### src/source/cacheTypesPkg.sv
/* cache types
   address and word widths, CPU and memory opcodes */
`default_nettype none

package cacheTypesPkg;

    localparam int addrWidth = 8;
    localparam int wordWidth = 32;  // one word per line

    typedef logic [addrWidth-1:0] addrType;
    typedef logic [wordWidth-1:0] wordType;

    typedef enum logic [1:0] {
        cpuIdle,
        cpuRead,
        cpuWrite
    } cpuOpType;

    typedef enum logic [1:0] {
        memIdle,
        memRead,
        memWrite
    } memOpType;

endpackage

`default_nettype wire

### src/source/coherencePkg.sv
/* MSI coherence types
   line states and snooping bus messages */
`default_nettype none

package coherencePkg;

    // first three are stable, the rest wait on the miss handler
    typedef enum logic [2:0] {
        invalid,
        shared,
        modified,
        snoopWriteBack,
        missBusy,
        invalidateBusy
    } lineStateType;

    typedef enum logic [1:0] {
        busNone,
        busReadMiss,
        busWriteMiss,
        busInvalidate
    } busMsgType;

endpackage

`default_nettype wire

### src/source/lineStore.sv
/* line store
   tag and data of the single line, CPU and snoop address match */
`timescale 1ns/100ps
`default_nettype none

module lineStore
    import cacheTypesPkg::*;
(
    input  wire logic    clk,
    input  wire logic    reset,
    input  wire logic    load,
    input  wire logic    writeWord,
    input  wire logic    fillFromMem,
    input  wire addrType newTag,
    input  wire wordType memData,
    input  wire wordType cpuData,
    input  wire logic    valid,
    input  wire addrType cpuAddr,
    input  wire addrType busAddr,
    output addrType      tag,
    output wordType      lineData,
    output logic         cpuHit,
    output logic         snoopHit
);

    always_ff @(posedge clk) begin
        if (reset) begin
            tag      <= '0;
            lineData <= '0;
        end else if (load) begin
            tag      <= newTag;
            lineData <= fillFromMem ? memData : cpuData;  // write miss takes cpu word
        end else if (writeWord) begin
            lineData <= cpuData;  // hit, tag unchanged
        end
    end

    assign cpuHit   = valid && (tag == cpuAddr);
    assign snoopHit = valid && (tag == busAddr);

endmodule

`default_nettype wire

### src/source/missHandler.sv
/* miss handler
   victim write-back, miss broadcast and fill, invalidate broadcast */
`timescale 1ns/100ps
`default_nettype none

module missHandler
    import cacheTypesPkg::*;
    import coherencePkg::*;
(
    input  wire logic      clk,
    input  wire logic      reset,
    input  wire logic      start,
    input  wire busMsgType msgKind,
    input  wire logic      writeBack,
    input  wire addrType   reqAddr,
    input  wire addrType   victimAddr,
    input  wire wordType   victimData,
    input  wire wordType   memReadData,
    input  wire logic      memDone,
    output memOpType       memOp,
    output addrType        memAddr,
    output wordType        memWriteData,
    output busMsgType      busMsgOut,
    output addrType        busAddrOut,
    output logic           finished,
    output wordType        fillData
);

    typedef enum logic [1:0] {
        mhIdle,
        mhWriteBack,
        mhFill,
        mhBroadcast
    } handlerStateType;

    handlerStateType handlerState;
    busMsgType       pendingKind;  // sent once write-back is done

    always_ff @(posedge clk) begin
        if (reset) begin
            handlerState <= mhIdle;
            memOp        <= memIdle;
            busMsgOut    <= busNone;
            finished     <= 1'b0;
            pendingKind  <= busNone;
        end else begin
            finished <= 1'b0;
            case (handlerState)
                mhIdle: begin
                    if (start) begin
                        pendingKind <= msgKind;
                        if (writeBack) begin
                            memOp        <= memWrite;
                            memAddr      <= victimAddr;
                            memWriteData <= victimData;
                            handlerState <= mhWriteBack;
                        end else if (msgKind == busInvalidate) begin
                            busMsgOut    <= busInvalidate;
                            busAddrOut   <= reqAddr;
                            finished     <= 1'b1;  // same cycle as the broadcast
                            handlerState <= mhBroadcast;
                        end else if (msgKind != busNone) begin
                            busMsgOut    <= msgKind;
                            busAddrOut   <= reqAddr;
                            memOp        <= memRead;
                            memAddr      <= reqAddr;
                            handlerState <= mhFill;
                        end else begin
                            finished <= 1'b1;  // nothing to do
                        end
                    end
                end
                mhWriteBack: begin
                    if (memDone) begin
                        if (pendingKind == busNone) begin
                            // snoop write-back ends here
                            memOp        <= memIdle;
                            finished     <= 1'b1;
                            handlerState <= mhIdle;
                        end else begin
                            busMsgOut    <= pendingKind;
                            busAddrOut   <= reqAddr;
                            memOp        <= memRead;
                            memAddr      <= reqAddr;
                            handlerState <= mhFill;
                        end
                    end
                end
                mhFill: begin
                    if (memDone) begin
                        fillData     <= memReadData;
                        memOp        <= memIdle;
                        busMsgOut    <= busNone;
                        finished     <= 1'b1;
                        handlerState <= mhIdle;
                    end
                end
                mhBroadcast: begin
                    busMsgOut    <= busNone;  // invalidate lasts one cycle
                    handlerState <= mhIdle;
                end
                default: begin
                    handlerState <= mhIdle;
                end
            endcase
        end
    end

endmodule

`default_nettype wire

### src/source/coherenceController.sv
/* MSI coherence controller
   line state FSM, CPU requests against snooped bus messages */
`timescale 1ns/100ps
`default_nettype none

module coherenceController
    import cacheTypesPkg::*;
    import coherencePkg::*;
(
    input  wire logic      clk,
    input  wire logic      reset,
    input  wire cpuOpType  cpuOp,
    input  wire logic      cpuHit,
    input  wire logic      snoopHit,
    input  wire busMsgType busMsgIn,
    input  wire logic      finished,
    output lineStateType   state,
    output logic           load,
    output logic           writeWord,
    output logic           fillFromMem,
    output logic           start,
    output busMsgType      msgKind,
    output logic           writeBack,
    output logic           cpuDone
);

    logic cpuReq;
    logic snoopAct;
    logic keepShared;  // snooped read miss leaves a shared copy

    // no new request while cpuDone is up
    assign cpuReq = (cpuOp != cpuIdle) && !cpuDone;

    // snoops that change the line, read miss in shared needs nothing
    always_comb begin
        snoopAct = 1'b0;
        if (snoopHit) begin
            case (busMsgIn)
                busReadMiss:   snoopAct = (state == modified);
                busWriteMiss:  snoopAct = 1'b1;
                busInvalidate: snoopAct = (state == shared);
                default:       snoopAct = 1'b0;
            endcase
        end
    end

    assign load        = (state == missBusy) && finished;
    assign fillFromMem = (cpuOp == cpuRead);

    // write hit in modified now, in shared once the invalidate is out
    assign writeWord = ((state == invalidateBusy) && finished)
                     || ((state == modified) && !snoopAct && cpuReq
                         && (cpuOp == cpuWrite) && cpuHit);

    always_ff @(posedge clk) begin
        if (reset) begin
            state      <= invalid;
            start      <= 1'b0;
            msgKind    <= busNone;
            writeBack  <= 1'b0;
            cpuDone    <= 1'b0;
            keepShared <= 1'b0;
        end else begin
            start   <= 1'b0;
            cpuDone <= 1'b0;
            case (state)
                invalid, shared, modified: begin
                    if (snoopAct) begin
                        if (state == modified) begin
                            // peer wants the dirty line
                            start      <= 1'b1;
                            msgKind    <= busNone;
                            writeBack  <= 1'b1;
                            keepShared <= (busMsgIn == busReadMiss);
                            state      <= snoopWriteBack;
                        end else begin
                            state <= invalid;
                        end
                    end else if (cpuReq) begin
                        if (cpuHit && ((cpuOp == cpuRead) || (state == modified))) begin
                            cpuDone <= 1'b1;
                        end else if (cpuHit) begin
                            start     <= 1'b1;  // write hit in shared
                            msgKind   <= busInvalidate;
                            writeBack <= 1'b0;
                            state     <= invalidateBusy;
                        end else begin
                            start     <= 1'b1;
                            msgKind   <= (cpuOp == cpuRead) ? busReadMiss : busWriteMiss;
                            writeBack <= (state == modified);  // dirty victim
                            state     <= missBusy;
                        end
                    end
                end
                snoopWriteBack: begin
                    if (finished) begin
                        state <= keepShared ? shared : invalid;
                    end
                end
                missBusy: begin
                    if (finished) begin
                        cpuDone <= 1'b1;
                        state   <= (cpuOp == cpuWrite) ? modified : shared;
                    end
                end
                invalidateBusy: begin
                    if (finished) begin
                        cpuDone <= 1'b1;
                        state   <= modified;
                    end
                end
                default: begin
                    state <= invalid;
                end
            endcase
        end
    end

endmodule

`default_nettype wire

### src/source/msiCacheTop.sv
/* MSI snooping cache, single line
   controller, line store and miss handler */
`timescale 1ns/100ps
`default_nettype none

module msiCacheTop
    import cacheTypesPkg::*;
    import coherencePkg::*;
(
    input  wire logic      clk,
    input  wire logic      reset,
    input  wire cpuOpType  cpuOp,
    input  wire addrType   cpuAddr,
    input  wire wordType   cpuWriteData,
    output logic           cpuDone,
    output wordType        cpuReadData,
    output memOpType       memOp,
    output addrType        memAddr,
    output wordType        memWriteData,
    input  wire wordType   memReadData,
    input  wire logic      memDone,
    output busMsgType      busMsgOut,
    output addrType        busAddrOut,
    input  wire busMsgType busMsgIn,
    input  wire addrType   busAddrIn
);

    lineStateType state;
    logic         lineValid;
    logic         load;
    logic         writeWord;
    logic         fillFromMem;
    logic         start;
    logic         writeBack;
    logic         finished;
    logic         cpuHit;
    logic         snoopHit;
    busMsgType    msgKind;
    addrType      tag;
    wordType      lineData;
    wordType      fillData;

    assign lineValid   = (state == shared) || (state == modified);
    assign cpuReadData = lineData;

    coherenceController controller (
        .clk(clk), .reset(reset), .cpuOp(cpuOp), .cpuHit(cpuHit), .snoopHit(snoopHit),
        .busMsgIn(busMsgIn), .finished(finished), .state(state), .load(load),
        .writeWord(writeWord), .fillFromMem(fillFromMem), .start(start),
        .msgKind(msgKind), .writeBack(writeBack), .cpuDone(cpuDone)
    );

    lineStore store (
        .clk(clk), .reset(reset), .load(load), .writeWord(writeWord),
        .fillFromMem(fillFromMem), .newTag(cpuAddr), .memData(fillData),
        .cpuData(cpuWriteData), .valid(lineValid), .cpuAddr(cpuAddr), .busAddr(busAddrIn),
        .tag(tag), .lineData(lineData), .cpuHit(cpuHit), .snoopHit(snoopHit)
    );

    missHandler handler (
        .clk(clk), .reset(reset), .start(start), .msgKind(msgKind), .writeBack(writeBack),
        .reqAddr(cpuAddr), .victimAddr(tag), .victimData(lineData),
        .memReadData(memReadData), .memDone(memDone), .memOp(memOp), .memAddr(memAddr),
        .memWriteData(memWriteData), .busMsgOut(busMsgOut), .busAddrOut(busAddrOut),
        .finished(finished), .fillData(fillData)
    );

endmodule

`default_nettype wire

### config.mk
export PLATFORM = sky130hd
export DESIGN_NAME = msiCacheTop
export DESIGN_NICKNAME = d
export VERILOG_FILES = /design/src/source/cacheTypesPkg.sv /design/src/source/coherencePkg.sv /design/src/source/lineStore.sv /design/src/source/missHandler.sv /design/src/source/coherenceController.sv /design/src/source/msiCacheTop.sv
export SDC_FILE = /design/constraint.sdc
export NUM_CORES = 1
export LEC_CHECK = 0
export BUFFER_PORTS_ARGS = -buffer_cell sky130_fd_sc_hd__buf_2
export CAP_MARGIN = 15
export CORE_UTILIZATION = 25
export DETAILED_ROUTE_END_ITERATION = 8
export PLACE_DENSITY_LB_ADDON = 0.1
export SYNTH_ARGS = -nofsm -noshare
export SYNTH_HDL_FRONTEND = slang
export SYNTH_SLANG_ARGS = --single-unit
### constraint.sdc
create_clock -name clk -period 3.9 [get_ports clk]
set_clock_uncertainty 0.15 [all_clocks]
set_input_delay 0.78 -clock clk [delete_from_list [all_inputs] [get_ports clk]]
set_output_delay 0.78 -clock clk [all_outputs]
set_load 0.01 [all_outputs]
* After elaboration in Yosys (flattened, before gate mapping)
Index checks and enable logic that the tools add are counted.
** Cells by class
- Equality and inequality tests :: 32
- Multiplexer cells :: 77
- Bitwise gates (word level) :: 2
- Reductions and logical operators :: 38
** Operators by type and width (number)
- two-way mux 32 bit :: 3
- two-way mux 8 bit :: 9
- two-way mux 2 bit :: 26
- case mux 8 bit (2 select lines) :: 2
- two-way mux 1 bit :: 24
- two-way mux 3 bit :: 6
- equality test 8 bit :: 2
- case mux 2 bit (4 select lines) :: 2
- AND reduction 7 bit :: 2
- equality test 2 bit, second input constant :: 6
- inequality test 2 bit, second input constant :: 6
- case mux 3 bit (4 select lines) :: 1
- AND reduction 4 bit :: 3
- AND reduction 6 bit :: 2
- logical AND 1 bit :: 10
- nonzero test 2 bit :: 5
- inequality test 2 x 1 -> 1 bit, second input constant :: 4
- equality test 2 x 1 -> 1 bit, second input constant :: 3
- equality test 3 x 2 -> 1 bit, second input constant :: 2
- equality test 3 bit, second input constant :: 2
- inequality test 3 x 1 -> 1 bit, second input constant :: 2
- inequality test 3 x 2 -> 1 bit, second input constant :: 2
- case mux 1 bit (3 select lines) :: 2
- case mux 2 bit (3 select lines) :: 1
- other kinds (15) :: 22
** Storage, ports and cells
- Register bits :: 138
- Input port bits :: 87

* Longest topological paths before layout
Gate-level depths: netlist of run 1.
- Word-level depth :: 12
- Gate-level depth with buffers :: 8
- Depth with buffers taken out :: 8

* By module
From an unflattened synthesis of run 1, not the netlist that was laid out.
** Unflattened totals
- Cells, all modules :: 478
- Area, all modules :: 5813.1 um2
** By module, submodules not included
- missHandler :: times used 1, cells an instance 168, area each 3226.8 um2, seq. area each 2582.5 um2
- lineStore :: times used 1, cells an instance 230, area each 1871.8 um2, seq. area each 800.8 um2
- coherenceController :: times used 1, cells an instance 78, area each 701.9 um2, seq. area each 180.2 um2
- msiCacheTop :: times used 1, cells an instance 2, area each 12.5 um2, seq. area each 0.0 um2

* Least setup slack after synthesis of run 1
OpenSTA, ideal clock, no wires.
- Path type :: input -> register
- Start :: input reset
- End :: register handler.memWriteData[0], enable pin
- Data arrival time :: 3.600 ns
- Required time :: 3.282 ns
- Setup slack :: -0.318 ns
- Cell stages on the path :: 3
- Cells stage by stage :: clkbuf_1 clkbuf_1 nor3b_1
** On the way
- Longest elaborated chain between the ends :: 2
** RTL lines
- start, declared :: line msiCacheTop.sv:11 : input wire logic reset,
- NOT 1 bit (no source line)
- AND reduction 4 bit (no source line)
- end signal, assigned :: line missHandler.sv:55 : memWriteData <= victimData;
- end, declared :: line missHandler.sv:22 : output wordType memWriteData,
Every way passes these cells.
A chain may end at the register's enable or synchronous reset.

* Worst setup path after layout of run 1
- Start :: register controller.state[0]
- End :: register store.lineData[3]
** On the way
- Longest elaborated chain between the ends :: 11
** RTL lines
- start, declared :: line coherenceController.sv:17 : output lineStateType state,
- start signal, assigned :: line coherenceController.sv:57 : state <= invalid;
- start signal, assigned :: line coherenceController.sv:75 : state <= snoopWriteBack;
- start signal, assigned :: line coherenceController.sv:77 : state <= invalid;
- parallel branches: the longest is 11 deep, another holds equality test 3 x 1 -> 1 bit
- end signal, assigned :: line lineStore.sv:32 : lineData <= fillFromMem ? memData : cpuData;
- end signal, assigned :: line lineStore.sv:34 : lineData <= cpuData;
- end, declared :: line lineStore.sv:21 : output wordType lineData,
Several ways; the timed one is not identified.

==> results.md, run 1 <==
- Pwr dens: 469 nW/um2
- Mapped Area: roughly 6000 um2
- Avg Inst Size Synth: 11.9 um2
- Yosys top cell area share: 0.411
- Latest clock arrival within the worst-skew pair: between 0.4 and 0.5 ns
- Core area: 22800 um2
- Post-synth EDFFs: 80
- Total wire length: 15700 um
- Leakage Power: roughly 2.9 nW
- Rows: 55
- Total gr overflow: 0
- Nets: 757
- H-tree depth: 4
- Vias: 4334
- Net switching power: 0.000904 W
- Ys Warns: 0
- Sequential share of power: 0.456
- Req. time, crit path: 4.06 ns
- Iteration-0 DRC Markers: between 150 and 200
- Initial antenna violation count: 1
- Prevailing post-synth register cell: edfxtp_1
- IO buf count: 171
- Layout fillers: 2330
- Drt first pass iters: 4
- Largest cells by area after synthesis: edfxtp_1 (41%), dfxtp_1 (20%), a311oi_2 (7.2%)
- Setup TNS: 0 ns
- Mapped Nets: about 600
- Cts hold-fix bufs: 0
- Most frequent cells after synthesis: edfxtp_1 (80), nand2_1 (64), dfxtp_1 (58)
- DP Area: between 7000 and 8000 um2
- Rel. slew slack: 0.429
- P_int: 0.00270 W
- Count leader, synth: edfxtp_1
- CTS buffer count: 17
- CP Class: register to register
- Final ANT Viol Nets: 0
- Pins over their slew limit: 0
- Initial core utilization: 0.257
- Sink Count: 138
- Overall routing resource usage: 0.134
- Global-route wire length before repair: approximately 24000 um
- Final instance area: roughly 7700 um2
- Synthesized instance count: 492
- Worst hold slack: ~0.3 ns
- Asr flop ratio synth: 0
- Gate power share: 0.098
- Count of cell types in the netlist: 49
- Crit path max fanout: 29
- CTS tree: done
- Finish-stage setup viols: 0
- Net Sw Frac: 0.251
- Vias in the first global route: 4451
- DRC violations left: 0
- Final min period: 2.70 ns
- Die Ht: around 150 um
- Startpoint class of the critical path: register
- VDD IR max: 0.251 mV
- Post-DP HPWL: 11100 um
- RSZ-0062 raised after global routing: false
- Clock power frac: 0.446
- Longest Clk Path Bufs: 2
- Post-cts sizing count: 0
- Post-synthesis sequential area ratio: 0.609
- Largest net degree at the start of global routing: 59
- Root Driver: clkbuf_16
- RD Place Congestion: 0.788
- Layout cells sized above 1: 0.390
- #FFs+latches synth: 138
- Post-CTS setup buffers: 0
- DIE AREA: 24000 um2
- Status: complete, no violations
- Finished Core Util: 0.337
- Arrival @ worst endpoint: 2.86 ns
- Tcrit/Tclk final: 0.692
- Chip Width: 155 um
- Via density: 4.38
- Tightest Hold Check Type: register to register
- Max cap viols: 0
- P&R area growth vs syn: 31.2%
- Wire per inst: about 16 um
- Yosys top cell by area: edfxtp_1
- Number of top-level pins: roughly 170
- Maximum clock frequency: 0.371 GHz
- CP Capture Type: register
- Worst-Margin Slew: between 0.8 and 0.9 ns
- Worst-path clk slew: approximately 0.060 ns
- Final Hold Vio Count: 0
cells by family (layout without fill, tap and decap cells):
logic type | Yosys count | in the layout | synth area share
simple gates | 194 | 194 | 0.157
buf+inv | 39 | 222 | 0.0314
flops | 138 | 138 | 0.609
mux | 10 | 10 | 0.0188
xor+xnor | 16 | 16 | 0.0239
fa+ha+maj | 8 | 8 | 0.0171
other cells | 0 | 2 | 0
compound gates | 87 | 87 | 0.143
layout make-up:
cell class,instances,area [um2],area share
clock inverters,15,164,0.0213
clock buffers,17,425,0.0554
multi-input cells,315,2140,0.279
flip-flops and latches,138,3560,0.464
well taps,313,392,0.0510
diodes,2,5.00,0.000652
inverters,9,33.8,0.00440
repair buffers,181,956,0.125
routing by layer:
metal | vias to the layer above | share of wire | wire length (um) | track usage
li1 | 2156 | - | - | -
met1 | 2048 | 0.44 | 6880 | 0.161
met2 | 117 | 0.49 | 7630 | 0.226
met3 | 13 | 0.064 | 997 | 0.0440
met4 | 0 | 0.011 | 177 | 0.0443
met5 | - | 0 | 0 | 0
sequential cells by signal, indices dropped and copies added, names as in the netlist, 2 cells and up:
signal,count
handler.fillData,32
handler.memWriteData,32
store.lineData,32
handler.busAddrOut,8
handler.memAddr,8
store.tag,8
controller.state,3
controller.msgKind,2
handler.busMsgOut,2
handler.handlerState,2
handler.memOp,2
handler.pendingKind,2
critical path: stages (launching register included):
cell	delay, ns
dfxtp_1	0.61
nor4bb_1	0.13
a221oi_2	0.46
nor4_2	0.15
o31ai_4	0.51
buf_12	0.26
nor2_1	0.06
a311oi_1	0.25
worst paths after layout:
| kind | end | start | cells after the start | slack, ns |
|---|---|---|---|---|
| min | handler.busMsgOut[1] | handler.busMsgOut[1] | 2 | 0.30 |
| min reg2reg | handler.busMsgOut[1] | handler.busMsgOut[1] | 2 | 0.30 |
| max | store.lineData[3] | controller.state[0] | 7 | 1.20 |
| max reg2reg | store.lineData[3] | controller.state[0] | 7 | 1.20 |
power groups by stage:
stage | combinational, W | clock (W) | sequential (W)
floorplan | 0.000218 | 0 | 0.00167
global placement | 0.000358 | 0 | 0.00167
detailed placement | 0.000359 | 0 | 0.00167
CTS | 0.000360 | 0.00166 | 0.00164
global route | 0.000396 | 0.00172 | 0.00165
finish | 0.000354 | 0.00161 | 0.00164
placed cells by master, fill, tap and decap left out, types with 5 or more instances in the layout:
| master | count |
|---|---|
| buf_2 | 171 |
| edfxtp_1 | 80 |
| nand2_1 | 64 |
| dfxtp_1 | 58 |
| nor2_1 | 49 |
| nand3_1 | 35 |
| a311oi_2 | 28 |
| a21oi_1 | 24 |
| clkbuf_16 | 17 |
| inv_1 | 9 |
| o21ai_0 | 9 |
| mux2_2 | 8 |
| xnor2_1 | 8 |
| xor2_1 | 8 |
| ha_1 | 8 |
| buf_4 | 8 |
| nor2b_1 | 5 |
per-stage QoR:
| step | setup WS (ns) | cells | power (W) |
|---|---|---|---|
| finish | 1.20 | 990 | 0.00360 |
| global route | 0.917 | 988 | 0.00377 |
| global placement | 0.805 | 956 | 0.00203 |
| floorplan | 0.808 | 492 | 0.00189 |
| CTS | 1.17 | 988 | 0.00367 |
| detailed placement | 0.758 | 956 | 0.00203 |
Note: power is estimated with default switching activity, not from simulation.
==> inputs of run 2 (changes only) <==
Clock period 3.9 ns to 2.5 ns, I/O delays scaled along.
==> results.md, run 2 (synthesis results as in run 1) <==
- Status: complete, no violations
- Layout cells sized above 1: 0.416 (+0.0267)
- Root Driver: clkbuf_16
- Commonest cells after routing, fill and taps aside: buf_2 (171), edfxtp_1 (80), nand2_1 (64)
- VDD IR max: 0.365 mV (+45%)
- Global-route wire length before repair: 25000 um (+2.3%)
- Vias: 4446 (+2.6%)
- Latest clock arrival within the worst-skew pair: 0.42 ns (about the same)
- Nets: 781 (+3.2%)
- Pwr dens: 717 nW/um2 (+53%)
- Placed cells: 979 (+2.4%)
- Die Ht: 155 um (unchanged)
- Chip Width: 155 um (unchanged)
- Overall routing resource usage: 0.138 (+0.00378)
- Top flop regs: handler.fillData x32, handler.memWriteData x32, store.lineData x32
- Layout fillers: 2328 (-0.086%)
- Initial antenna violation count: 0 (-1)
- Setup TNS: 0 ns (unchanged)
- Largest net degree at the start of global routing: 33 (-44%)
- DIE AREA: 24000 um2 (unchanged)
- CTS buffer count: 17 (unchanged)
- Iteration-0 DRC Markers: 183 (+16%)
- Via density: 4.39 (+0.35%)
- Req. time, crit path: 2.69 ns (-1.37 ns)
- PnR worst setup slack: 0.185 ns (-1.02 ns)
- Final ANT Viol Nets: 0 (unchanged)
- Core area: 22800 um2 (unchanged)
- Vias in the first global route: 4466 (+0.34%)
- Final instance area: 7890 um2 (+2.8%)
- IO buf count: 171 (unchanged)
- Startpoint class of the critical path: register
- Post-DP HPWL: 11600 um (+4.6%)
- Pre-CTS setup slack: -0.243 ns (-1.00 ns)
- Rows: 55 (unchanged)
- Wire per inst: 15.8 um (-0.18%)
- CTS tree: done
- Drt first pass iters: 4 (unchanged)
- Total wire length: 16000 um (+2.0%)
- P&R area growth vs syn: 34.8%
- DRC violations left: 0 (unchanged)
- Finish-stage setup viols: 0 (unchanged)
- Tightest Hold Check Type: input pin to register
- DP Area: 7280 um2 (+2.8%)
- Tcrit/Tclk final: 0.926 (+0.234)
- CP Class: register to register
- Finished Core Util: 0.346 (+0.00928)
- Number of top-level pins: 172 (unchanged)
- Worst-path clk slew: 0.07 ns (about the same)
- Initial core utilization: 0.257 (unchanged)
- Total gr overflow: 0 (unchanged)
- Arrival @ worst endpoint: 2.51 ns (-0.35 ns)
- Commonest non-fill, non-tap cell in the layout: buf_2
- Pins over their slew limit: 0 (unchanged)
- Final min period: 2.32 ns (-0.383 ns)
- Sink Count: 138 (unchanged)
- Leakage Power: 3.02 nW (+4.7%)
- Final Hold Vio Count: 0 (unchanged)
- H-tree depth: 4 (unchanged)
- Finished Layout Cells: 1012 (+2.2%)
- Maximum clock frequency: 0.432 GHz (+17%)
- Max cap viols: 0 (unchanged)
- Worst-Margin Slew: 0.533 ns (-0.324 ns)
- RSZ-0062 raised after global routing: false
- Rel. slew slack: 0.645 (+0.216)
- Crit path max fanout: 8 (-72%)
- RD Place Congestion: 0.848 (+7.6%)
- Longest Clk Path Bufs: 2 (unchanged)
- Diode count: 0 (-2)
- CP Capture Type: register
## run 2: changes by cell type in the layout (fill, tap and decap cells not counted), moves of 2 or more
cell        change
buf_4          +22
inv_6           +3
buf_12          +2
clkinv_4        -2
clkinvlp_4      -2
diode_2         -2
nor4bb_1        -2
nor4bb_2        +2
## run 2: final timing paths
| kind | from | end | slack, ns | depth (start not counted) |
|---|---|---|---|---|
| worst max-delay path | handler.handlerState[0] | handler.memOp[0] | 0.18 | 7 |
| worst min-delay path | memReadData[25] | handler.fillData[25] | 0.09 | 1 |
| worst max register to register | handler.handlerState[0] | handler.memOp[0] | 0.18 | 7 |
| worst min register to register | store.lineData[0] | handler.memWriteData[0] | 0.30 | 0 |
## run 2: critical path, stage by stage, from the launching register on
cell	delay, ns
dfxtp_1	0.40
inv_1	0.08
ha_1	0.31
nor2b_1	0.22
o21ai_0	0.14
or3b_2	0.53
a211o_1	0.28
a21oi_1	0.14
## run 2: repair_timing
| item | CTS | global route |
|---|---|---|
| gates resized for setup | 1 | 2 |
| buffers inserted | 0 | 1 |
| pin swaps | 0 | 1 |
| hold buffers | 0 | 0 |
| setup endpoints to repair | 10 | 33 |
## run 2: per-layer routing
layer / routed length (um) / track usage / vias to the layer above / share of wire
met5: 0 / 0 / - / 0
met3: 801 / 0.0396 / 7 / 0.050
met2: 7910 / 0.227 / 116 / 0.49
li1: - / - / 2198 / -
met1: 7170 / 0.175 / 2125 / 0.45
met4: 117 / 0.0401 / 0 / 0.0073
## run 2: stage by stage
step	hold WS, ns	total power [W]
3_5_place_dp	0.297	0.00322
3_3_place_gp	0.291	0.00321
5_1_grt	0.0697	0.00590
4_1_cts	0.0758	0.00574
2_1_floorplan	0.294	0.00295
6_report	0.0947	0.00565
## run 2: layout make-up
type                    count  area (um2)  share of cell area
flip-flops and latches    138        3560               0.452
well taps                 313         392              0.0496
clock inverters            15         156              0.0198
clock buffers              17         425              0.0539
repair buffers            205        1160               0.147
multi-input cells         315        2160               0.273
inverters                   9        33.8             0.00428
## run 2: power breakdown
| part | internal (W) | leakage (nW) | total (W) | switching, W |
|---|---|---|---|---|
| Clock | 0.00141 | 0.286 | 0.00249 | 0.00108 |
| Sequential | 0.00249 | 1.19 | 0.00255 | 0.0000579 |
| Combinational | 0.000266 | 1.54 | 0.000616 | 0.000350 |
